<file path="src/source/rp_pkg.sv">
// shared widths, apb register map and fsm encodings; addresses are byte offsets on an 8-bit apb bus
package rp_pkg;

  ////////////////////////////////////////////////////////////////////////////
  // widths
  ////////////////////////////////////////////////////////////////////////////

  localparam int ADC_LANES      = 7;   // lanes per converter, 2 bits per clk
  localparam int ADC_BITS       = 14;  // packed sample
  localparam int ADC_OUT_BITS   = 16;  // sample with zero lsb padding
  localparam int APB_AW         = 8;
  localparam int APB_DW         = 32;
  localparam int SPI_WORD_BITS  = 16;  // one transfer, msb first
  localparam int SPI_READ_SPLIT = 8;   // bits sent before sdio turns around
  localparam int EXP_BITS       = 9;   // expansion connector
  localparam int LED_BITS       = 8;

  localparam logic [APB_DW-1:0] RP_ID = 32'h5250_0100;  // board id

  ////////////////////////////////////////////////////////////////////////////
  // register map
  ////////////////////////////////////////////////////////////////////////////

  typedef enum logic [APB_AW-1:0] {
    REG_ID       = 8'h00,  // ro
    REG_LED      = 8'h04,
    REG_EXP_DIR  = 8'h08,  // 1 drives the pin
    REG_EXP_OUT  = 8'h0C,
    REG_EXP_IN   = 8'h10,  // ro, synchronized pins
    REG_TAP_RST  = 8'h14,  // wo, lane mask pulse
    REG_TAP_INC  = 8'h18,  // wo
    REG_TAP_DEC  = 8'h1C,  // wo
    REG_TAP_CNT  = 8'h20,  // ro, {b0, a0}
    REG_SPI_CMD  = 8'h24,  // wo, {sel, word}
    REG_SPI_STAT = 8'h28   // ro, {busy, .., rx byte}
  } reg_addr_e;

  // spi master sequence
  typedef enum logic [1:0] {
    SPI_IDLE,
    SPI_LEAD,   // cs low, clk low, first bit on sdio
    SPI_SHIFT,
    SPI_TRAIL   // last falling edge before cs release
  } spi_state_e;

endpackage

</file>
<file path="src/source/adc_front.sv">
// lane delay is whole clk_250 cycles up to TAP_DEPTH-1 (TAP_DEPTH 2..16); latency is 3 + tap cycles
module adc_front
  import rp_pkg::*;
#(
  parameter  int TAP_DEPTH = 8,
  localparam int TAP_CW    = $clog2(TAP_DEPTH)
)(
  input  logic                      clk_250,
  input  logic                      arst_n_i,
  input  logic [ADC_LANES-1:0][1:0] adc_a_lane_i,
  input  logic [ADC_LANES-1:0][1:0] adc_b_lane_i,
  input  logic [2*ADC_LANES-1:0]    tap_rst_i,     // lanes 0..6 a, 7..13 b
  input  logic [2*ADC_LANES-1:0]    tap_inc_i,
  input  logic [2*ADC_LANES-1:0]    tap_dec_i,
  output logic [ADC_OUT_BITS-1:0]   adc_a_o,
  output logic [ADC_OUT_BITS-1:0]   adc_b_o,
  output logic [TAP_CW-1:0]         tap_cnt_a0_o,
  output logic [TAP_CW-1:0]         tap_cnt_b0_o
);

  localparam int NL = 2 * ADC_LANES;  // both converters, same order as tap masks

  logic [NL-1:0][1:0]                lane_in;   // a lanes low, b lanes high
  logic [NL-1:0][TAP_DEPTH-1:0][1:0] hist;      // [0] is the input register
  logic [NL-1:0][TAP_CW-1:0]         tap_cnt;
  logic [NL-1:0][1:0]                lane_dly;  // selected pair per lane
  logic [ADC_BITS-1:0]               samp_a, samp_b;
  logic [ADC_OUT_BITS-1:0]           sw_a_r, sw_b_r;

  assign lane_in = {adc_b_lane_i, adc_a_lane_i};

  ////////////////////////////////////////////////////////////////////////////
  // per lane history and tap select
  ////////////////////////////////////////////////////////////////////////////

  always_ff @(posedge clk_250)
  begin
    for (int l = 0; l < NL; l++)
    begin
      hist[l] <= {hist[l][TAP_DEPTH-2:0], lane_in[l]};  // age by one cycle
    end
  end

  // saturating tap counters, reset wins over inc/dec
  always_ff @(posedge clk_250 or negedge arst_n_i)
  begin
    if (!arst_n_i)
      tap_cnt <= '0;
    else
    begin
      for (int l = 0; l < NL; l++)
      begin
        if (tap_rst_i[l])
          tap_cnt[l] <= '0;
        else if (tap_inc_i[l] && tap_cnt[l] != TAP_CW'(TAP_DEPTH-1))
          tap_cnt[l] <= tap_cnt[l] + 1'b1;
        else if (tap_dec_i[l] && tap_cnt[l] != '0)
          tap_cnt[l] <= tap_cnt[l] - 1'b1;
      end
    end
  end

  always_comb
  begin
    for (int l = 0; l < NL; l++)
    begin
      lane_dly[l] = hist[l][tap_cnt[l]];
    end
  end

  // lane n lands on bits 2n+1:2n
  assign samp_a = lane_dly[ADC_LANES-1:0];
  assign samp_b = lane_dly[NL-1:ADC_LANES];

  ////////////////////////////////////////////////////////////////////////////
  // channel swap and lsb padding, two stages
  ////////////////////////////////////////////////////////////////////////////

  always_ff @(posedge clk_250)
  begin
    sw_a_r  <= {samp_b, {(ADC_OUT_BITS-ADC_BITS){1'b0}}};  // conv b -> ch a
    sw_b_r  <= {samp_a, {(ADC_OUT_BITS-ADC_BITS){1'b0}}};  // conv a -> ch b
    adc_a_o <= sw_a_r;
    adc_b_o <= sw_b_r;
  end

  assign tap_cnt_a0_o = tap_cnt[0];
  assign tap_cnt_b0_o = tap_cnt[ADC_LANES];  // lane 0 of b

endmodule

</file>
<file path="src/source/hk_regs.sv">
// apb slave, zero wait states except an spi command write while busy; unmapped addresses raise pslverr
module hk_regs
  import rp_pkg::*;
#(
  parameter  int TAP_DEPTH = 8,
  localparam int TAP_CW    = $clog2(TAP_DEPTH)
)(
  input  logic                                    clk_250,
  input  logic                                    arst_n_i,
  input  logic                                    psel_i,
  input  logic                                    penable_i,
  input  logic                                    pwrite_i,
  input  logic [APB_AW-1:0]                       paddr_i,
  input  logic [APB_DW-1:0]                       pwdata_i,
  output logic [APB_DW-1:0]                       prdata_o,
  output logic                                    pready_o,
  output logic                                    pslverr_o,
  input  logic [EXP_BITS-1:0]                     exp_i,
  output logic [LED_BITS-1:0]                     led_o,
  output logic [EXP_BITS-1:0]                     exp_o,
  output logic [EXP_BITS-1:0]                     exp_oe_o,
  input  logic [TAP_CW-1:0]                       tap_cnt_a0_i,
  input  logic [TAP_CW-1:0]                       tap_cnt_b0_i,
  output logic [2*ADC_LANES-1:0]                  tap_rst_o,    // one cycle pulses
  output logic [2*ADC_LANES-1:0]                  tap_inc_o,
  output logic [2*ADC_LANES-1:0]                  tap_dec_o,
  input  logic                                    spi_busy_i,
  input  logic [SPI_WORD_BITS-SPI_READ_SPLIT-1:0] spi_rx_i,
  output logic                                    spi_start_o,
  output logic [SPI_WORD_BITS-1:0]                spi_word_o,
  output logic                                    spi_sel_o     // 0 adc, 1 dac
);

  reg_addr_e           addr;
  logic                access;          // apb access phase
  logic                wr_en;           // write completes this cycle
  logic [EXP_BITS-1:0] exp_s1, exp_s2;  // pin synchronizer

  assign addr     = reg_addr_e'(paddr_i);
  assign access   = psel_i & penable_i;
  // the one stall: spi command while a transfer runs
  assign pready_o = ~(pwrite_i & (addr == REG_SPI_CMD) & spi_busy_i);
  assign wr_en    = access & pwrite_i & pready_o;

  ////////////////////////////////////////////////////////////////////////////
  // writable registers and command pulses
  ////////////////////////////////////////////////////////////////////////////

  always_ff @(posedge clk_250 or negedge arst_n_i)
  begin
    if (!arst_n_i)
    begin
      led_o     <= '0;
      exp_o     <= '0;
      exp_oe_o  <= '0;  // all pins input
      tap_rst_o <= '0;
      tap_inc_o <= '0;
      tap_dec_o <= '0;
      exp_s1    <= '0;
      exp_s2    <= '0;
    end
    else
    begin
      if (wr_en && addr == REG_LED)     led_o    <= pwdata_i[LED_BITS-1:0];
      if (wr_en && addr == REG_EXP_DIR) exp_oe_o <= pwdata_i[EXP_BITS-1:0];
      if (wr_en && addr == REG_EXP_OUT) exp_o    <= pwdata_i[EXP_BITS-1:0];
      // masks drop back to zero next cycle
      tap_rst_o <= (wr_en && addr == REG_TAP_RST) ? pwdata_i[2*ADC_LANES-1:0] : '0;
      tap_inc_o <= (wr_en && addr == REG_TAP_INC) ? pwdata_i[2*ADC_LANES-1:0] : '0;
      tap_dec_o <= (wr_en && addr == REG_TAP_DEC) ? pwdata_i[2*ADC_LANES-1:0] : '0;
      exp_s1    <= exp_i;
      exp_s2    <= exp_s1;
    end
  end

  // spi launch, fsm latches what it needs on this cycle
  assign spi_start_o = wr_en & (addr == REG_SPI_CMD);
  assign spi_word_o  = pwdata_i[SPI_WORD_BITS-1:0];
  assign spi_sel_o   = pwdata_i[SPI_WORD_BITS];

  ////////////////////////////////////////////////////////////////////////////
  // read mux
  ////////////////////////////////////////////////////////////////////////////

  always_comb
  begin
    prdata_o  = '0;
    pslverr_o = 1'b0;
    case (addr)
      REG_ID:       prdata_o = RP_ID;
      REG_LED:      prdata_o = APB_DW'(led_o);
      REG_EXP_DIR:  prdata_o = APB_DW'(exp_oe_o);
      REG_EXP_OUT:  prdata_o = APB_DW'(exp_o);
      REG_EXP_IN:   prdata_o = APB_DW'(exp_s2);
      REG_TAP_CNT:  prdata_o = APB_DW'({4'(tap_cnt_b0_i), 4'(tap_cnt_a0_i)});
      REG_SPI_STAT: prdata_o = {spi_busy_i, 23'd0, spi_rx_i};
      REG_TAP_RST, REG_TAP_INC, REG_TAP_DEC, REG_SPI_CMD:
        prdata_o = '0;  // write only
      default:      pslverr_o = access;  // not in the map
    endcase
  end

endmodule

</file>
<file path="src/source/rp_top.sv">
// single clk_250 domain; tap delays are whole cycles, exp pins and sdio have no tristate buffer
module rp_top
  import rp_pkg::*;
#(
  parameter int TAP_DEPTH = 8,  // max tap delay is TAP_DEPTH-1 cycles, 2..16
  parameter int SPI_DIV   = 4   // spi half period in clk_250 cycles, >= 2
)(
  input  logic                         clk_250,
  input  logic                         arst_n_i,
  // adc lanes, two bits per lane per clock
  input  logic [ADC_LANES-1:0][1:0]    adc_a_lane_i,
  input  logic [ADC_LANES-1:0][1:0]    adc_b_lane_i,
  output logic [ADC_OUT_BITS-1:0]      adc_a_o,       // carries converter b
  output logic [ADC_OUT_BITS-1:0]      adc_b_o,       // carries converter a
  // apb
  input  logic                         psel_i,
  input  logic                         penable_i,
  input  logic                         pwrite_i,
  input  logic [APB_AW-1:0]            paddr_i,
  input  logic [APB_DW-1:0]            pwdata_i,
  output logic [APB_DW-1:0]            prdata_o,
  output logic                         pready_o,
  output logic                         pslverr_o,
  // board io
  output logic [LED_BITS-1:0]          led_o,
  input  logic [EXP_BITS-1:0]          exp_i,
  output logic [EXP_BITS-1:0]          exp_o,
  output logic [EXP_BITS-1:0]          exp_oe_o,
  // 3-wire spi, cs 0 adc, cs 1 dac
  output logic [1:0]                   spi_cs_n_o,
  output logic                         spi_clk_o,
  input  logic                         spi_sdio_i,
  output logic                         spi_sdio_o,
  output logic                         spi_sdio_oe_o
);

  localparam int TAP_CW = $clog2(TAP_DEPTH);
  localparam int IDX_W  = $clog2(SPI_WORD_BITS);

  logic [2*ADC_LANES-1:0]                  tap_rst, tap_inc, tap_dec;  // lane masks
  logic [TAP_CW-1:0]                       tap_cnt_a0, tap_cnt_b0;
  logic                                    spi_start, spi_sel, spi_busy;
  logic [SPI_WORD_BITS-1:0]                spi_word;
  logic [SPI_WORD_BITS-SPI_READ_SPLIT-1:0] spi_rx;
  logic                                    tmr_run, tmr_edge_rise, tmr_edge_fall, tmr_last_bit;
  logic [IDX_W-1:0]                        bit_idx;
  logic                                    shf_load, shf_shift, shf_sample, read_mode;

  ////////////////////////////////////////////////////////////////////////////
  // adc front end
  ////////////////////////////////////////////////////////////////////////////

  adc_front #(.TAP_DEPTH (TAP_DEPTH)) i_adc_front (
    .clk_250      (clk_250),      .arst_n_i     (arst_n_i),
    .adc_a_lane_i (adc_a_lane_i), .adc_b_lane_i (adc_b_lane_i),
    .tap_rst_i    (tap_rst),      .tap_inc_i    (tap_inc),
    .tap_dec_i    (tap_dec),
    .adc_a_o      (adc_a_o),      .adc_b_o      (adc_b_o),
    .tap_cnt_a0_o (tap_cnt_a0),   .tap_cnt_b0_o (tap_cnt_b0)
  );

  ////////////////////////////////////////////////////////////////////////////
  // housekeeping
  ////////////////////////////////////////////////////////////////////////////

  hk_regs #(.TAP_DEPTH (TAP_DEPTH)) i_hk_regs (
    .clk_250      (clk_250),    .arst_n_i     (arst_n_i),
    .psel_i       (psel_i),     .penable_i    (penable_i),
    .pwrite_i     (pwrite_i),   .paddr_i      (paddr_i),
    .pwdata_i     (pwdata_i),   .prdata_o     (prdata_o),
    .pready_o     (pready_o),   .pslverr_o    (pslverr_o),
    .exp_i        (exp_i),      .led_o        (led_o),
    .exp_o        (exp_o),      .exp_oe_o     (exp_oe_o),
    .tap_cnt_a0_i (tap_cnt_a0), .tap_cnt_b0_i (tap_cnt_b0),
    .tap_rst_o    (tap_rst),    .tap_inc_o    (tap_inc),
    .tap_dec_o    (tap_dec),
    .spi_busy_i   (spi_busy),   .spi_rx_i     (spi_rx),
    .spi_start_o  (spi_start),  .spi_word_o   (spi_word),
    .spi_sel_o    (spi_sel)
  );

  ////////////////////////////////////////////////////////////////////////////
  // spi master
  ////////////////////////////////////////////////////////////////////////////

  spi_ctrl_fsm i_spi_ctrl_fsm (
    .clk_250         (clk_250),       .arst_n_i        (arst_n_i),
    .spi_start_i     (spi_start),     .spi_word_i      (spi_word),
    .spi_sel_i       (spi_sel),
    .tmr_edge_rise_i (tmr_edge_rise), .tmr_edge_fall_i (tmr_edge_fall),
    .tmr_last_bit_i  (tmr_last_bit),
    .spi_busy_o      (spi_busy),      .spi_cs_n_o      (spi_cs_n_o),
    .tmr_run_o       (tmr_run),       .shf_load_o      (shf_load),
    .shf_shift_o     (shf_shift),     .shf_sample_o    (shf_sample),
    .read_mode_o     (read_mode)
  );

  spi_bit_timer #(.SPI_DIV (SPI_DIV)) i_spi_bit_timer (
    .clk_250         (clk_250),       .arst_n_i        (arst_n_i),
    .tmr_run_i       (tmr_run),       .spi_clk_o       (spi_clk_o),
    .tmr_edge_rise_o (tmr_edge_rise), .tmr_edge_fall_o (tmr_edge_fall),
    .tmr_last_bit_o  (tmr_last_bit),  .bit_idx_o       (bit_idx)
  );

  spi_shifter i_spi_shifter (
    .clk_250       (clk_250),       .arst_n_i     (arst_n_i),
    .shf_load_i    (shf_load),      .spi_word_i   (spi_word),
    .shf_shift_i   (shf_shift),     .shf_sample_i (shf_sample),
    .read_mode_i   (read_mode),     .bit_idx_i    (bit_idx),
    .spi_sdio_i    (spi_sdio_i),    .spi_sdio_o   (spi_sdio_o),
    .spi_sdio_oe_o (spi_sdio_oe_o), .spi_rx_o     (spi_rx)
  );

endmodule

</file>
<file path="src/source/spi_bit_timer.sv">
// spi clock is clk_250 / (2 * SPI_DIV), SPI_DIV >= 2; clk held low and counters cleared while not running
module spi_bit_timer
  import rp_pkg::*;
#(
  parameter int SPI_DIV = 4
)(
  input  logic                             clk_250,
  input  logic                             arst_n_i,
  input  logic                             tmr_run_i,
  output logic                             spi_clk_o,
  output logic                             tmr_edge_rise_o,
  output logic                             tmr_edge_fall_o,
  output logic                             tmr_last_bit_o,
  output logic [$clog2(SPI_WORD_BITS)-1:0] bit_idx_o        // rising edges so far
);

  localparam int HW = $clog2(SPI_DIV);
  localparam int IW = $clog2(SPI_WORD_BITS);

  logic [HW-1:0] half_cnt;
  logic          tick;      // end of half period

  assign tick            = tmr_run_i && (half_cnt == HW'(SPI_DIV-1));
  assign tmr_edge_rise_o = tick & ~spi_clk_o;
  assign tmr_edge_fall_o = tick & spi_clk_o;
  assign tmr_last_bit_o  = tmr_edge_rise_o && (bit_idx_o == IW'(SPI_WORD_BITS-1));

  always_ff @(posedge clk_250 or negedge arst_n_i)
  begin
    if (!arst_n_i)
    begin
      half_cnt  <= '0;
      spi_clk_o <= 1'b0;
      bit_idx_o <= '0;
    end
    else if (!tmr_run_i)
    begin
      half_cnt  <= '0;
      spi_clk_o <= 1'b0;
      bit_idx_o <= '0;
    end
    else if (tick)
    begin
      half_cnt  <= '0;
      spi_clk_o <= ~spi_clk_o;
      if (tmr_edge_rise_o)
        bit_idx_o <= bit_idx_o + 1'b1;  // wraps to 0 after the last bit
    end
    else
      half_cnt <= half_cnt + 1'b1;
  end

endmodule

</file>
<file path="src/source/spi_ctrl_fsm.sv">
// one 16-bit transfer per start; start is ignored unless idle, so the apb side must wait on busy
module spi_ctrl_fsm
  import rp_pkg::*;
(
  input  logic                     clk_250,
  input  logic                     arst_n_i,
  input  logic                     spi_start_i,
  input  logic [SPI_WORD_BITS-1:0] spi_word_i,
  input  logic                     spi_sel_i,
  input  logic                     tmr_edge_rise_i,
  input  logic                     tmr_edge_fall_i,
  input  logic                     tmr_last_bit_i,
  output logic                     spi_busy_o,
  output logic [1:0]               spi_cs_n_o,
  output logic                     tmr_run_o,
  output logic                     shf_load_o,
  output logic                     shf_shift_o,
  output logic                     shf_sample_o,
  output logic                     read_mode_o   // word msb set
);

  spi_state_e state, state_nxt;
  logic       sel_q;  // latched target

  always_ff @(posedge clk_250 or negedge arst_n_i)
  begin
    if (!arst_n_i)
    begin
      state       <= SPI_IDLE;
      sel_q       <= 1'b0;
      read_mode_o <= 1'b0;
    end
    else
    begin
      state <= state_nxt;
      if (shf_load_o)
      begin
        sel_q       <= spi_sel_i;
        read_mode_o <= spi_word_i[SPI_WORD_BITS-1];
      end
    end
  end

  always_comb
  begin
    state_nxt = state;
    case (state)
      SPI_IDLE:  if (spi_start_i)     state_nxt = SPI_LEAD;
      SPI_LEAD:  if (tmr_edge_rise_i) state_nxt = SPI_SHIFT;  // first rising edge
      SPI_SHIFT: if (tmr_last_bit_i)  state_nxt = SPI_TRAIL;  // 16th rising edge
      SPI_TRAIL: if (tmr_edge_fall_i) state_nxt = SPI_IDLE;   // clk back low
      default:                        state_nxt = SPI_IDLE;
    endcase
  end

  assign spi_busy_o    = (state != SPI_IDLE);
  assign tmr_run_o     = spi_busy_o;
  assign spi_cs_n_o[0] = ~(spi_busy_o & ~sel_q);  // adc
  assign spi_cs_n_o[1] = ~(spi_busy_o & sel_q);   // dac
  assign shf_load_o    = (state == SPI_IDLE) & spi_start_i;
  // sample on rise, shift on fall; trail fall lets the shifter release sdio
  assign shf_sample_o  = tmr_edge_rise_i & (state == SPI_LEAD | state == SPI_SHIFT);
  assign shf_shift_o   = tmr_edge_fall_i & (state == SPI_SHIFT | state == SPI_TRAIL);

endmodule

</file>
<file path="src/source/spi_shifter.sv">
// msb first; sdio is released after SPI_READ_SPLIT bits of a read and after the final falling edge
module spi_shifter
  import rp_pkg::*;
(
  input  logic                                    clk_250,
  input  logic                                    arst_n_i,
  input  logic                                    shf_load_i,
  input  logic [SPI_WORD_BITS-1:0]                spi_word_i,
  input  logic                                    shf_shift_i,
  input  logic                                    shf_sample_i,
  input  logic                                    read_mode_i,
  input  logic [$clog2(SPI_WORD_BITS)-1:0]        bit_idx_i,
  input  logic                                    spi_sdio_i,
  output logic                                    spi_sdio_o,
  output logic                                    spi_sdio_oe_o,
  output logic [SPI_WORD_BITS-SPI_READ_SPLIT-1:0] spi_rx_o       // last byte of a read
);

  localparam int IW = $clog2(SPI_WORD_BITS);

  logic [SPI_WORD_BITS-1:0] tx_sr;
  logic                     release_now;  // turnaround or end of word

  assign spi_sdio_o  = tx_sr[SPI_WORD_BITS-1];
  // bit_idx 0 on a fall only happens after the 16th bit wrapped it
  assign release_now = shf_shift_i &&
                       (bit_idx_i == '0 || (read_mode_i && bit_idx_i == IW'(SPI_READ_SPLIT)));

  always_ff @(posedge clk_250 or negedge arst_n_i)
  begin
    if (!arst_n_i)
    begin
      tx_sr         <= '0;
      spi_sdio_oe_o <= 1'b0;
      spi_rx_o      <= '0;
    end
    else
    begin
      if (shf_load_i)
        tx_sr <= spi_word_i;
      else if (shf_shift_i)
        tx_sr <= {tx_sr[SPI_WORD_BITS-2:0], 1'b0};  // next bit on falling edge

      if (shf_load_i)
        spi_sdio_oe_o <= 1'b1;
      else if (release_now)
        spi_sdio_oe_o <= 1'b0;  // slave may drive from here

      // writes leave the last read byte alone
      if (shf_sample_i && read_mode_i)
        spi_rx_o <= {spi_rx_o[SPI_WORD_BITS-SPI_READ_SPLIT-2:0], spi_sdio_i};
    end
  end

endmodule
</file>
<file path="config.mk">
export PLATFORM = sky130hd
export DESIGN_NAME = rp_top
export DESIGN_NICKNAME = d
export VERILOG_FILES = /design/src/source/rp_pkg.sv /design/src/source/adc_front.sv /design/src/source/hk_regs.sv /design/src/source/rp_top.sv /design/src/source/spi_bit_timer.sv /design/src/source/spi_ctrl_fsm.sv /design/src/source/spi_shifter.sv
export SDC_FILE = /design/constraint.sdc
export NUM_CORES = 1
export LEC_CHECK = 0
export BUFFER_PORTS_ARGS = -buffer_cell sky130_fd_sc_hd__buf_2
export CORE_MARGIN = 3
export CORE_UTILIZATION = 60
export CTS_BUF_LIST = sky130_fd_sc_hd__clkbuf_4
export CTS_CLUSTER_SIZE = 30
export DETAILED_ROUTE_END_ITERATION = 12
export PLACE_DENSITY_LB_ADDON = 0.08
export SYNTH_ARGS = -nofsm -noshare
export SYNTH_HDL_FRONTEND = slang
export SYNTH_SLANG_ARGS = --single-unit
</file>
<file path="constraint.sdc">
create_clock -name clk_250 -period 2.8 [get_ports clk_250]
set_input_delay 0.42 -clock clk_250 [delete_from_list [all_inputs] [get_ports clk_250]]
set_output_delay 0.42 -clock clk_250 [all_outputs]
set_load 0.03 [all_outputs]
</file>
; ---- Word-level counts from Yosys, hierarchy flattened
; Cells that the tools add are included.
[word_totals]
ff_bits = 444
input_bits = 83
output_inout_bits = 97
wordCells = 415
[classes]
addsub = 30
magnitude_cmp = 14
eq_ne = 36
mux = 91
n_bitwise = 20
n_reduce_logical = 77
[op_table]
columns = operator, count
row1 = one-hot mux 32 bit (7 select lines), 1
row2 = two-way mux 3 bit, 42
row3 = binary-select mux 2 bit (select 3 bit), 14
row4 = nonzero test 3 bit, 28
row5 = less-than comparator 3 x 4 -> 1 bit (second input constant), 14
row6 = adder 3 x 1 -> 3 bit (second input constant), 14
row7 = two-way mux 14 bit, 3
row8 = != test 3 bit (second input constant), 14
row9 = subtractor 3 x 1 -> 3 bit (second input constant), 14
row10 = two-way mux 2 bit, 20
row11 = logical AND 1 bit, 39
row12 = equality test 8 x 5 -> 1 bit (second input constant), 4
row13 = two-way mux 16 bit, 2
row14 = equality test 8 x 6 -> 1 bit (second input constant), 3
row15 = equality test 8 x 4 -> 1 bit (second input constant), 2
row16 = AND 1 bit, 13
row17 = two-way mux 4 bit, 3
row18 = != test 2 x 1 -> 1 bit (second input constant), 6
row19 = OR reduction 11 bit, 1
row20 = equality test 4 bit (second input constant), 2
row21 = equality test 8 x 3 -> 1 bit (second input constant), 1
row22 = zero test 8 bit, 1
row23 = one-hot mux 2 bit (4 select lines), 1
row24 = equality test 2 bit (second input constant), 3
row25 = 12 further kinds, 23

; ---- Depth between registers and ports, before layout
; Gate-level depths: netlist of the first run.
[logic_depth]
ltp_word = 8
ltp_mapped = 8

; ---- Modules after synthesis
; Synthesis of the first run repeated with hierarchy kept, for this count alone.
[hier_totals]
hier_cells = 1253
hier_area_um2 = 16378.2
[by_module_without_submodules]
columns = mod, n_inst, cells_each, area_each_um2
row1 = adc_front, 1, 824, 11016.8
row2 = hk_regs, 1, 281, 3662.3
row3 = spi_shifter, 1, 90, 1071.0
row4 = spi_bit_timer, 1, 31, 331.6
row5 = spi_ctrl_fsm, 1, 27, 296.5

; ---- Worst setup path before layout of the first run
; No wires, ideal clock.
[synth_path]
kind = input-to-output
from = input port paddr_i[7]
to = output port prdata_o[22]
t_arrival_ns = 2.725
required_ns = 2.380
path_slack_ns = -0.345
stages = 5
cell_sequence = or4_4 -> or3_2 -> clkbuf_1 -> nor3_1 -> buf_4
[synth_via]
elab_chain_len = 2
[synth_lines]
columns = item, line_no
row1 = "start, declared", rp_top.sv:19  ; input logic [APB_AW-1:0] paddr_i,
row2 = equality test 8 x 6 -> 1 bit (tied with other cells), hk_regs.sv:89  ; case (addr)
row3 = one-hot mux 32 bit (7 select lines) (*), hk_regs.sv:89
row4 = "end, declared", rp_top.sv:21  ; output logic [APB_DW-1:0] prdata_o,
; Every way passes the cells marked *; elsewhere a longest branch is shown, timed or not.

; ---- Worst setup path in the final report of the first run
[layout_path]
from = input port paddr_i[7]
to = output port prdata_o[0]
; The elaborated chain is that of the path after synthesis.

==> flow_summary_export.csv, run 1 <==
group,metric,value,unit
final_layout,drive_gt1_frac,0.297,
cts,cts_buffers,107,
final_layout,reg.largest.list,"i_adc_front.hist: 224 flops, i_adc_front.tap_cnt: 36 flops, i_spi_shifter.tx_sr: 16 flops",
detailed_routing,antenna_left,0,
floorplanning,die_h,169,µm
placement,gp_congestion,0.810,
placement,place_inst,1689,
detailed_routing,wl_per_cell,15.8,µm
placement,io_buffer_count,143,
detailed_routing,postRouteWirelength,30700,µm
critical_path,crit_fanout,6,
floorplanning,initial_core_util,0.621,
synthesis,synth.avg_cell_area,12.5,µm²
global_route,grt_pass1_wl,51400,µm
synthesis,seq_area_frac_synth,0.610,
floorplanning,core-area,0.0256,mm²
critical_path,critPathLaunchType,"input port",
sta,rsz0062_at_grt,"false",
critical_path,required,2.38,ns
synthesis,synth_edf_count,0,
cts,clock_latency,0.72,ns
final_layout,final_cell_count_no_fill,1944,
placement,hpwl,20000,µm
critical_path,path_cells,"buf_2 > or4_4 > nor4b_4 > a22oi_1 > o21ai_0 > buf_2",
synthesis,netlist-cell-type-count,58,
final_layout,final_cell_mix,"dfxtp_1, clkbuf_4, dfrtp_1, buf_2, nor2_1",
global_route,track_usage,0.221,
sta,setup-tns-final,0,ns
sta,fin_crit_sh,0.932,
cts,tritoncts,"built",
status,run_status,"completed",
sta,fin_skew,0.0296,ns
pwr,powerDensity,692,mW/mm²
detailed_routing,drcViolationCount,0,
critical_path,cp.arrival,2.19,ns
sta,tightest_slew,0.630,ns
synthesis,synth_ff_type,"dfxtp_1",
synthesis,yosysWarnings,0,
cts,clkSinkCount,444,
floorplanning,rows,58,
final_layout,final_nets,1625,
global_route,grtUsageMet1,0.306,
critical_path,max_stage_delay,0.59,ns
sta,fmax,0.383,GHz
global_route,first_global_vias,10500,
detailed_routing,drt_pre_antenna_iters,5,
job,cap_violations,0,
synthesis,ys_async_sr_fraction,0.369,
cts,clk_pin_slew_worst_paths,0.06,ns
detailed_routing,via_count,10300,
sta,max_slew_margin,0.580,
pwr,vdd_drop_max,0.487,mV
sta,hold_viol_final,0,
critical_path,path_class,"in2out",
synthesis,syn_area,0.0159,mm²
floorplanning,dieWidth,169,µm
hold_path,min_path_type,"in2reg",
global_route,grt_busiest_layer,"met2",
detailed_routing,drt-initial-drc-count,495,
global_route,use_met2,0.350,
final_layout,final_common_cell,"dfxtp_1",
floorplanning,dieArea,0.0285,mm²
final_layout,synthToLayoutAreaGrowth,18.2,%
final_layout,regMostFlops,"i_adc_front.hist",
cts,htree_levels,3,
pwr,leakagePower,8.30,nW
critical_path,worst_path_most_repeated_cell,"buf_2",
final_layout,largest_reg_flops,224,
sta,final.min_clock_period,2.61,ns
floorplanning,pin_count,180,
cts,clockBufferDepth,3,
sta,finalMaxSlewViolations,0,
detailed_routing,drt-vias-per-instance,5.31,
sta,setup_viol,0,
synthesis,synth_seq_cells,444,
cts,cts_root_buf,"clkbuf_4",
global_route,antenna_found_initial,1,
global_route,grt_use_met3,0.0481,
critical_path,crit_slowest_cell,"or4_4",
synthesis,netlist_instances,1274,
critical_path,end_kind,"output port",
global_route,grt_start_max_net_pins,65,
pwr,total_power,13.0,mW
global_route,grt_overflow,0,
-- worst max-delay path, delay by kind of cell --
family | cells | cell delay [ns]
compound gates | 2 | 0.32
buf+inv | 2 | 0.37
simple gates | 2 | 1.07
-- where the power goes --
group	internal [mW]	leakage (nW)	switching, mW
combinational	0.398	2.93	0.498
clock	2.86	0.847	2.45
sequential	6.65	4.52	0.159
-- synthesized netlist by cell type, types with 13 or more instances --
cell type,number,area share
and2_1,43,0.017
o21ai_0,18,0.0057
mux2i_1,30,0.019
clkbuf_1,53,0.012
a31oi_1,13,0.0051
dfxtp_1,280,0.35
dfrtp_1,164,0.26
nor2b_1,19,0.0075
inv_1,51,0.012
a21oi_1,86,0.027
fa_1,14,0.018
nor4_1,17,0.0067
nor2_1,101,0.024
a211oi_1,15,0.0071
nand3_1,14,0.0044
mux2_2,73,0.052
buf_4,26,0.012
nand2_1,53,0.012
nor3_1,41,0.013
mux4_2,56,0.079
-- timing repair --
item / 4_1_cts / 5_1_grt
hold endpoints to repair: 137 / 0
hold buffers: 53 / 0
setup buffers: 0 / 0
gates resized for setup: 0 / 0
-- per-stage QoR --
stage / util / worst slack [ns] / area, µm² / hold WS (ns)
after global routing: 0.735 / 0.0366 / 18800 / 0.00259
after detailed placement: 0.658 / 0.180 / 16800 / 0.313
after CTS: 0.734 / 0.182 / 18800 / 0.00859
final: 0.735 / 0.190 / 18800 / 0.0586
after global placement: 0.658 / 0.195 / 16800 / 0.310
after floorplan: - / 0.0291 / 16000 / 0.124
-- cells by family (layout without fill, tap and decap cells) --
| family | after synthesis | in the layout | synth area share |
|---|---|---|---|
| AO/OA/AOI/OAI | 181 | 181 | 0.0709 |
| other | 1 | 23 | 0.000236 |
| adder cells (fa/ha/maj) | 21 | 21 | 0.0231 |
| multiplexers | 160 | 160 | 0.150 |
| XOR/XNOR | 6 | 6 | 0.00330 |
| buffers and inverters | 145 | 463 | 0.0407 |
| flip-flops | 444 | 444 | 0.610 |
| AND/OR/NAND/NOR | 316 | 316 | 0.101 |
-- worst paths after layout --
check                      cells past startpoint                    start  slack, ns                      end
max                                            6               paddr_i[7]       0.19              prdata_o[0]
min in group asynchronous                      2                 arst_n_i       0.25  i_adc_front.tap_cnt[29]
max reg2reg                                    7  i_adc_front.tap_cnt[36]       0.61  i_adc_front.tap_cnt[38]
min reg2reg                                    0   i_adc_front.sw_b_r[12]       0.32  i_adc_front.adc_b_o[12]
min                                            2              pwdata_i[1]       0.06   i_hk_regs.tap_inc_o[1]
max in group asynchronous                      3                 arst_n_i       1.78  i_adc_front.tap_cnt[13]
-- area by class of cell --
| class | count | area (µm²) |
|---|---|---|
| repair buffers | 212 | 1400 |
| diodes | 2 | 5.00 |
| inverters | 51 | 191 |
| fillers | 1801 | 6800 |
| well taps | 330 | 413 |
| clock buffers | 164 | 1230 |
| multi-input cells | 705 | 5670 |
| clock inverters | 36 | 205 |
| flip-flops and latches | 444 | 9710 |
-- per-layer routing --
metal | vias to the layer above | wire, µm
li1 | 5001 | -
met2 | 237 | 14800
met5 | - | 0
met1 | 5052 | 14100
met4 | 0 | 437
met3 | 40 | 1380
No activity file was read; power rests on OpenSTA's default activity.
==> inputs of run 2 (changes only) <==
--- a/config.mk
+++ b/config.mk
@@ -6,12 +6,14 @@
 export NUM_CORES = 1
 export LEC_CHECK = 0
 export BUFFER_PORTS_ARGS = -buffer_cell sky130_fd_sc_hd__buf_2
+export CAP_MARGIN = 30
 export CORE_MARGIN = 3
 export CORE_UTILIZATION = 60
 export CTS_BUF_LIST = sky130_fd_sc_hd__clkbuf_4
 export CTS_CLUSTER_SIZE = 30
 export DETAILED_ROUTE_END_ITERATION = 12
 export PLACE_DENSITY_LB_ADDON = 0.08
+export RECOVER_POWER = 25
 export SYNTH_ARGS = -nofsm -noshare
 export SYNTH_HDL_FRONTEND = slang
 export SYNTH_SLANG_ARGS = --single-unit
==> flow_summary_export.csv, run 2 (synthesized netlist as in run 1, its figures left out) <==
group,metric,value,unit
pwr,switching_power,3.11,mW
final_layout,regMostFlops,"i_adc_front.hist",
pwr,powerDensity,692,mW/mm²
placement,hpwl,20000,µm
detailed_routing,drt-vias-per-instance,5.31,
pwr,pwr-share-clk,0.408,
hold_path,min-delay-start,"pwdata_i[1]",
pwr,intPower,9.92,mW
global_route,antenna_found_initial,1,
sta,fin_ws,0.190,ns
floorplanning,pin_count,180,
critical_path,critPathLaunchType,"input port",
cts,clock_latency,0.72,ns
cts,clk_pin_slew_worst_paths,0.06,ns
final_layout,final_cell_mix,"dfxtp_1, clkbuf_4, dfrtp_1, buf_2, nor2_1",
floorplanning,dieWidth,169,µm
cts,tritoncts,"built",
detailed_routing,drt_pre_antenna_iters,5,
floorplanning,initial_core_util,0.621,
cts,htree_levels,3,
sta,max_slew_margin,0.580,
sta,whs,0.0586,ns
floorplanning,core-area,0.0256,mm²
sta,final.min_clock_period,2.61,ns
floorplanning,dieArea,0.0285,mm²
critical_path,path_cells,"buf_2 > or4_4 > nor4b_4 > a22oi_1 > o21ai_0 > buf_2",
global_route,grt_overflow,0,
job,cap_violations,0,
final_layout,fin_area,0.0188,mm²
critical_path,reg2reg_slack,0.61,ns
sta,setup-tns-final,0,ns
placement,pre_cts_slack,0.180,ns
status,run_status,"completed",
pwr,pwr-share-comb,0.069,
critical_path,cp.arrival,2.19,ns
sta,finalMaxSlewViolations,0,
detailed_routing,postRouteWirelength,30700,µm
cts,post_cts_resized,0,
cts,clockBufferDepth,3,
critical_path,path_class,"in2out",
critical_path,rr_worst_depth,7,
hold_path,min_path_type,"in2reg",
pwr,power_frac_seq,0.523,
detailed_routing,wl_per_cell,15.8,µm
critical_path,crit_slowest_cell,"or4_4",
pwr,swShare,0.239,
global_route,track_usage,0.221,
global_route,grt_start_max_net_pins,65,
final_layout,final_common_cell,"dfxtp_1",
final_layout,reg.largest.list,"i_adc_front.hist: 224 flops, i_adc_front.tap_cnt: 36 flops, i_spi_shifter.tx_sr: 16 flops",
cts,cts_root_buf,"clkbuf_4",
critical_path,max_stage_delay,0.59,ns
final_layout,final_cell_count_no_fill,1944,
sta,rsz0062_at_grt,"false",
pwr,total_power,13.0,mW
placement,placed_cell_area,0.0168,mm²
critical_path,cp_num_buf_inv,2,
placement,io_buffer_count,143,
detailed_routing,via_count,10300,
sta,fin_crit_sh,0.932,
placement,place_inst,1689,
sta,fmax,0.383,GHz
critical_path,crit_fanout,6,
detailed_routing,antenna_left,0,
critical_path,required,2.38,ns
hold_path,min_path_cells,2,
critical_path,timing.rr.start,"i_adc_front.tap_cnt[36]",
sta,setup_viol,0,
global_route,first_global_vias,10500,
pwr,leakagePower,8.29,nW
hold_path,whs_endpoint,"i_hk_regs.tap_inc_o[1]",
cts,cts_buffers,107,
placement,gp_congestion,0.810,
sta,tightest_slew,0.630,ns
pwr,vdd_drop_max,0.487,mV
critical_path,worst_path_most_repeated_cell,"buf_2",
floorplanning,rows,58,
cts,clkSinkCount,444,
final_layout,final_nets,1625,
final_layout,largest_reg_flops,224,
final_layout,finish.utilization,0.735,
final_layout,drive_gt1_frac,0.296,
floorplanning,die_h,169,µm
critical_path,end_kind,"output port",
critical_path,reg2reg_to,"i_adc_front.tap_cnt[38]",
global_route,grt_pass1_wl,51400,µm
sta,hold_viol_final,0,
detailed_routing,drcViolationCount,0,
detailed_routing,drt-initial-drc-count,495,
critical_path,critical_path.top_delay_family,"simple AND/OR/NAND/NOR gates",
final_layout,synthToLayoutAreaGrowth,18.2,%
sta,fin_skew,0.0296,ns
-- run 2: power by group through the flow --
stage / clock (mW) / sequential (mW) / combinational (mW)
floorplan: 0 / 6.96 / 0.512
global placement: 0 / 6.93 / 0.826
detailed placement: 0 / 6.95 / 0.841
CTS: 5.49 / 6.82 / 0.902
global route: 5.85 / 6.85 / 0.990
finish: 5.32 / 6.81 / 0.896
-- run 2: layout make-up --
class,instances,area (µm²)
tap,330,413
clock inverter,36,205
multi-input combinational,705,5670
fill,1800,6800
clock buffer,164,1230
sequential,444,9710
timing repair buffer,212,1400
inverter,51,191
antenna,2,5.00
-- run 2: timing repair --
item                       CTS  global route
buffers inserted             0             0
hold endpoints to repair   137             0
setup endpoints to repair    0             0
hold buffers                53             0
-- run 2: layer usage --
metal	global-route usage	vias to the layer above	share of wire
met5	0	-	0
met4	0.0747	0	0.014
met3	0.0481	40	0.045
met2	0.350	237	0.48
met1	0.306	5051	0.46
li1	-	5001	-
-- run 2: worst max-delay path by stage --
| stage | startpoint | endpoint | slack [ns] | cells after the start |
|---|---|---|---|---|
| global route | paddr_i[7] | prdata_o[8] | 0.04 | 6 |
| CTS | paddr_i[7] | prdata_o[28] | 0.18 | 5 |
| detailed placement | paddr_i[7] | prdata_o[28] | 0.18 | 5 |
| global placement | paddr_i[7] | prdata_o[0] | 0.19 | 5 |
| finish | paddr_i[7] | prdata_o[0] | 0.19 | 6 |
| floorplan | paddr_i[7] | prdata_o[22] | 0.03 | 5 |
-- run 2: worst reg2reg max path, cell delays in order, from the launching register on --
cell and delay [ns]:
dfrtp_1 0.57, nand3_1 0.18, and2_1 0.22, fa_1 0.48, nand2_1 0.09, a21oi_1 0.04
a2111oi_0 0.42, a21o_1 0.12
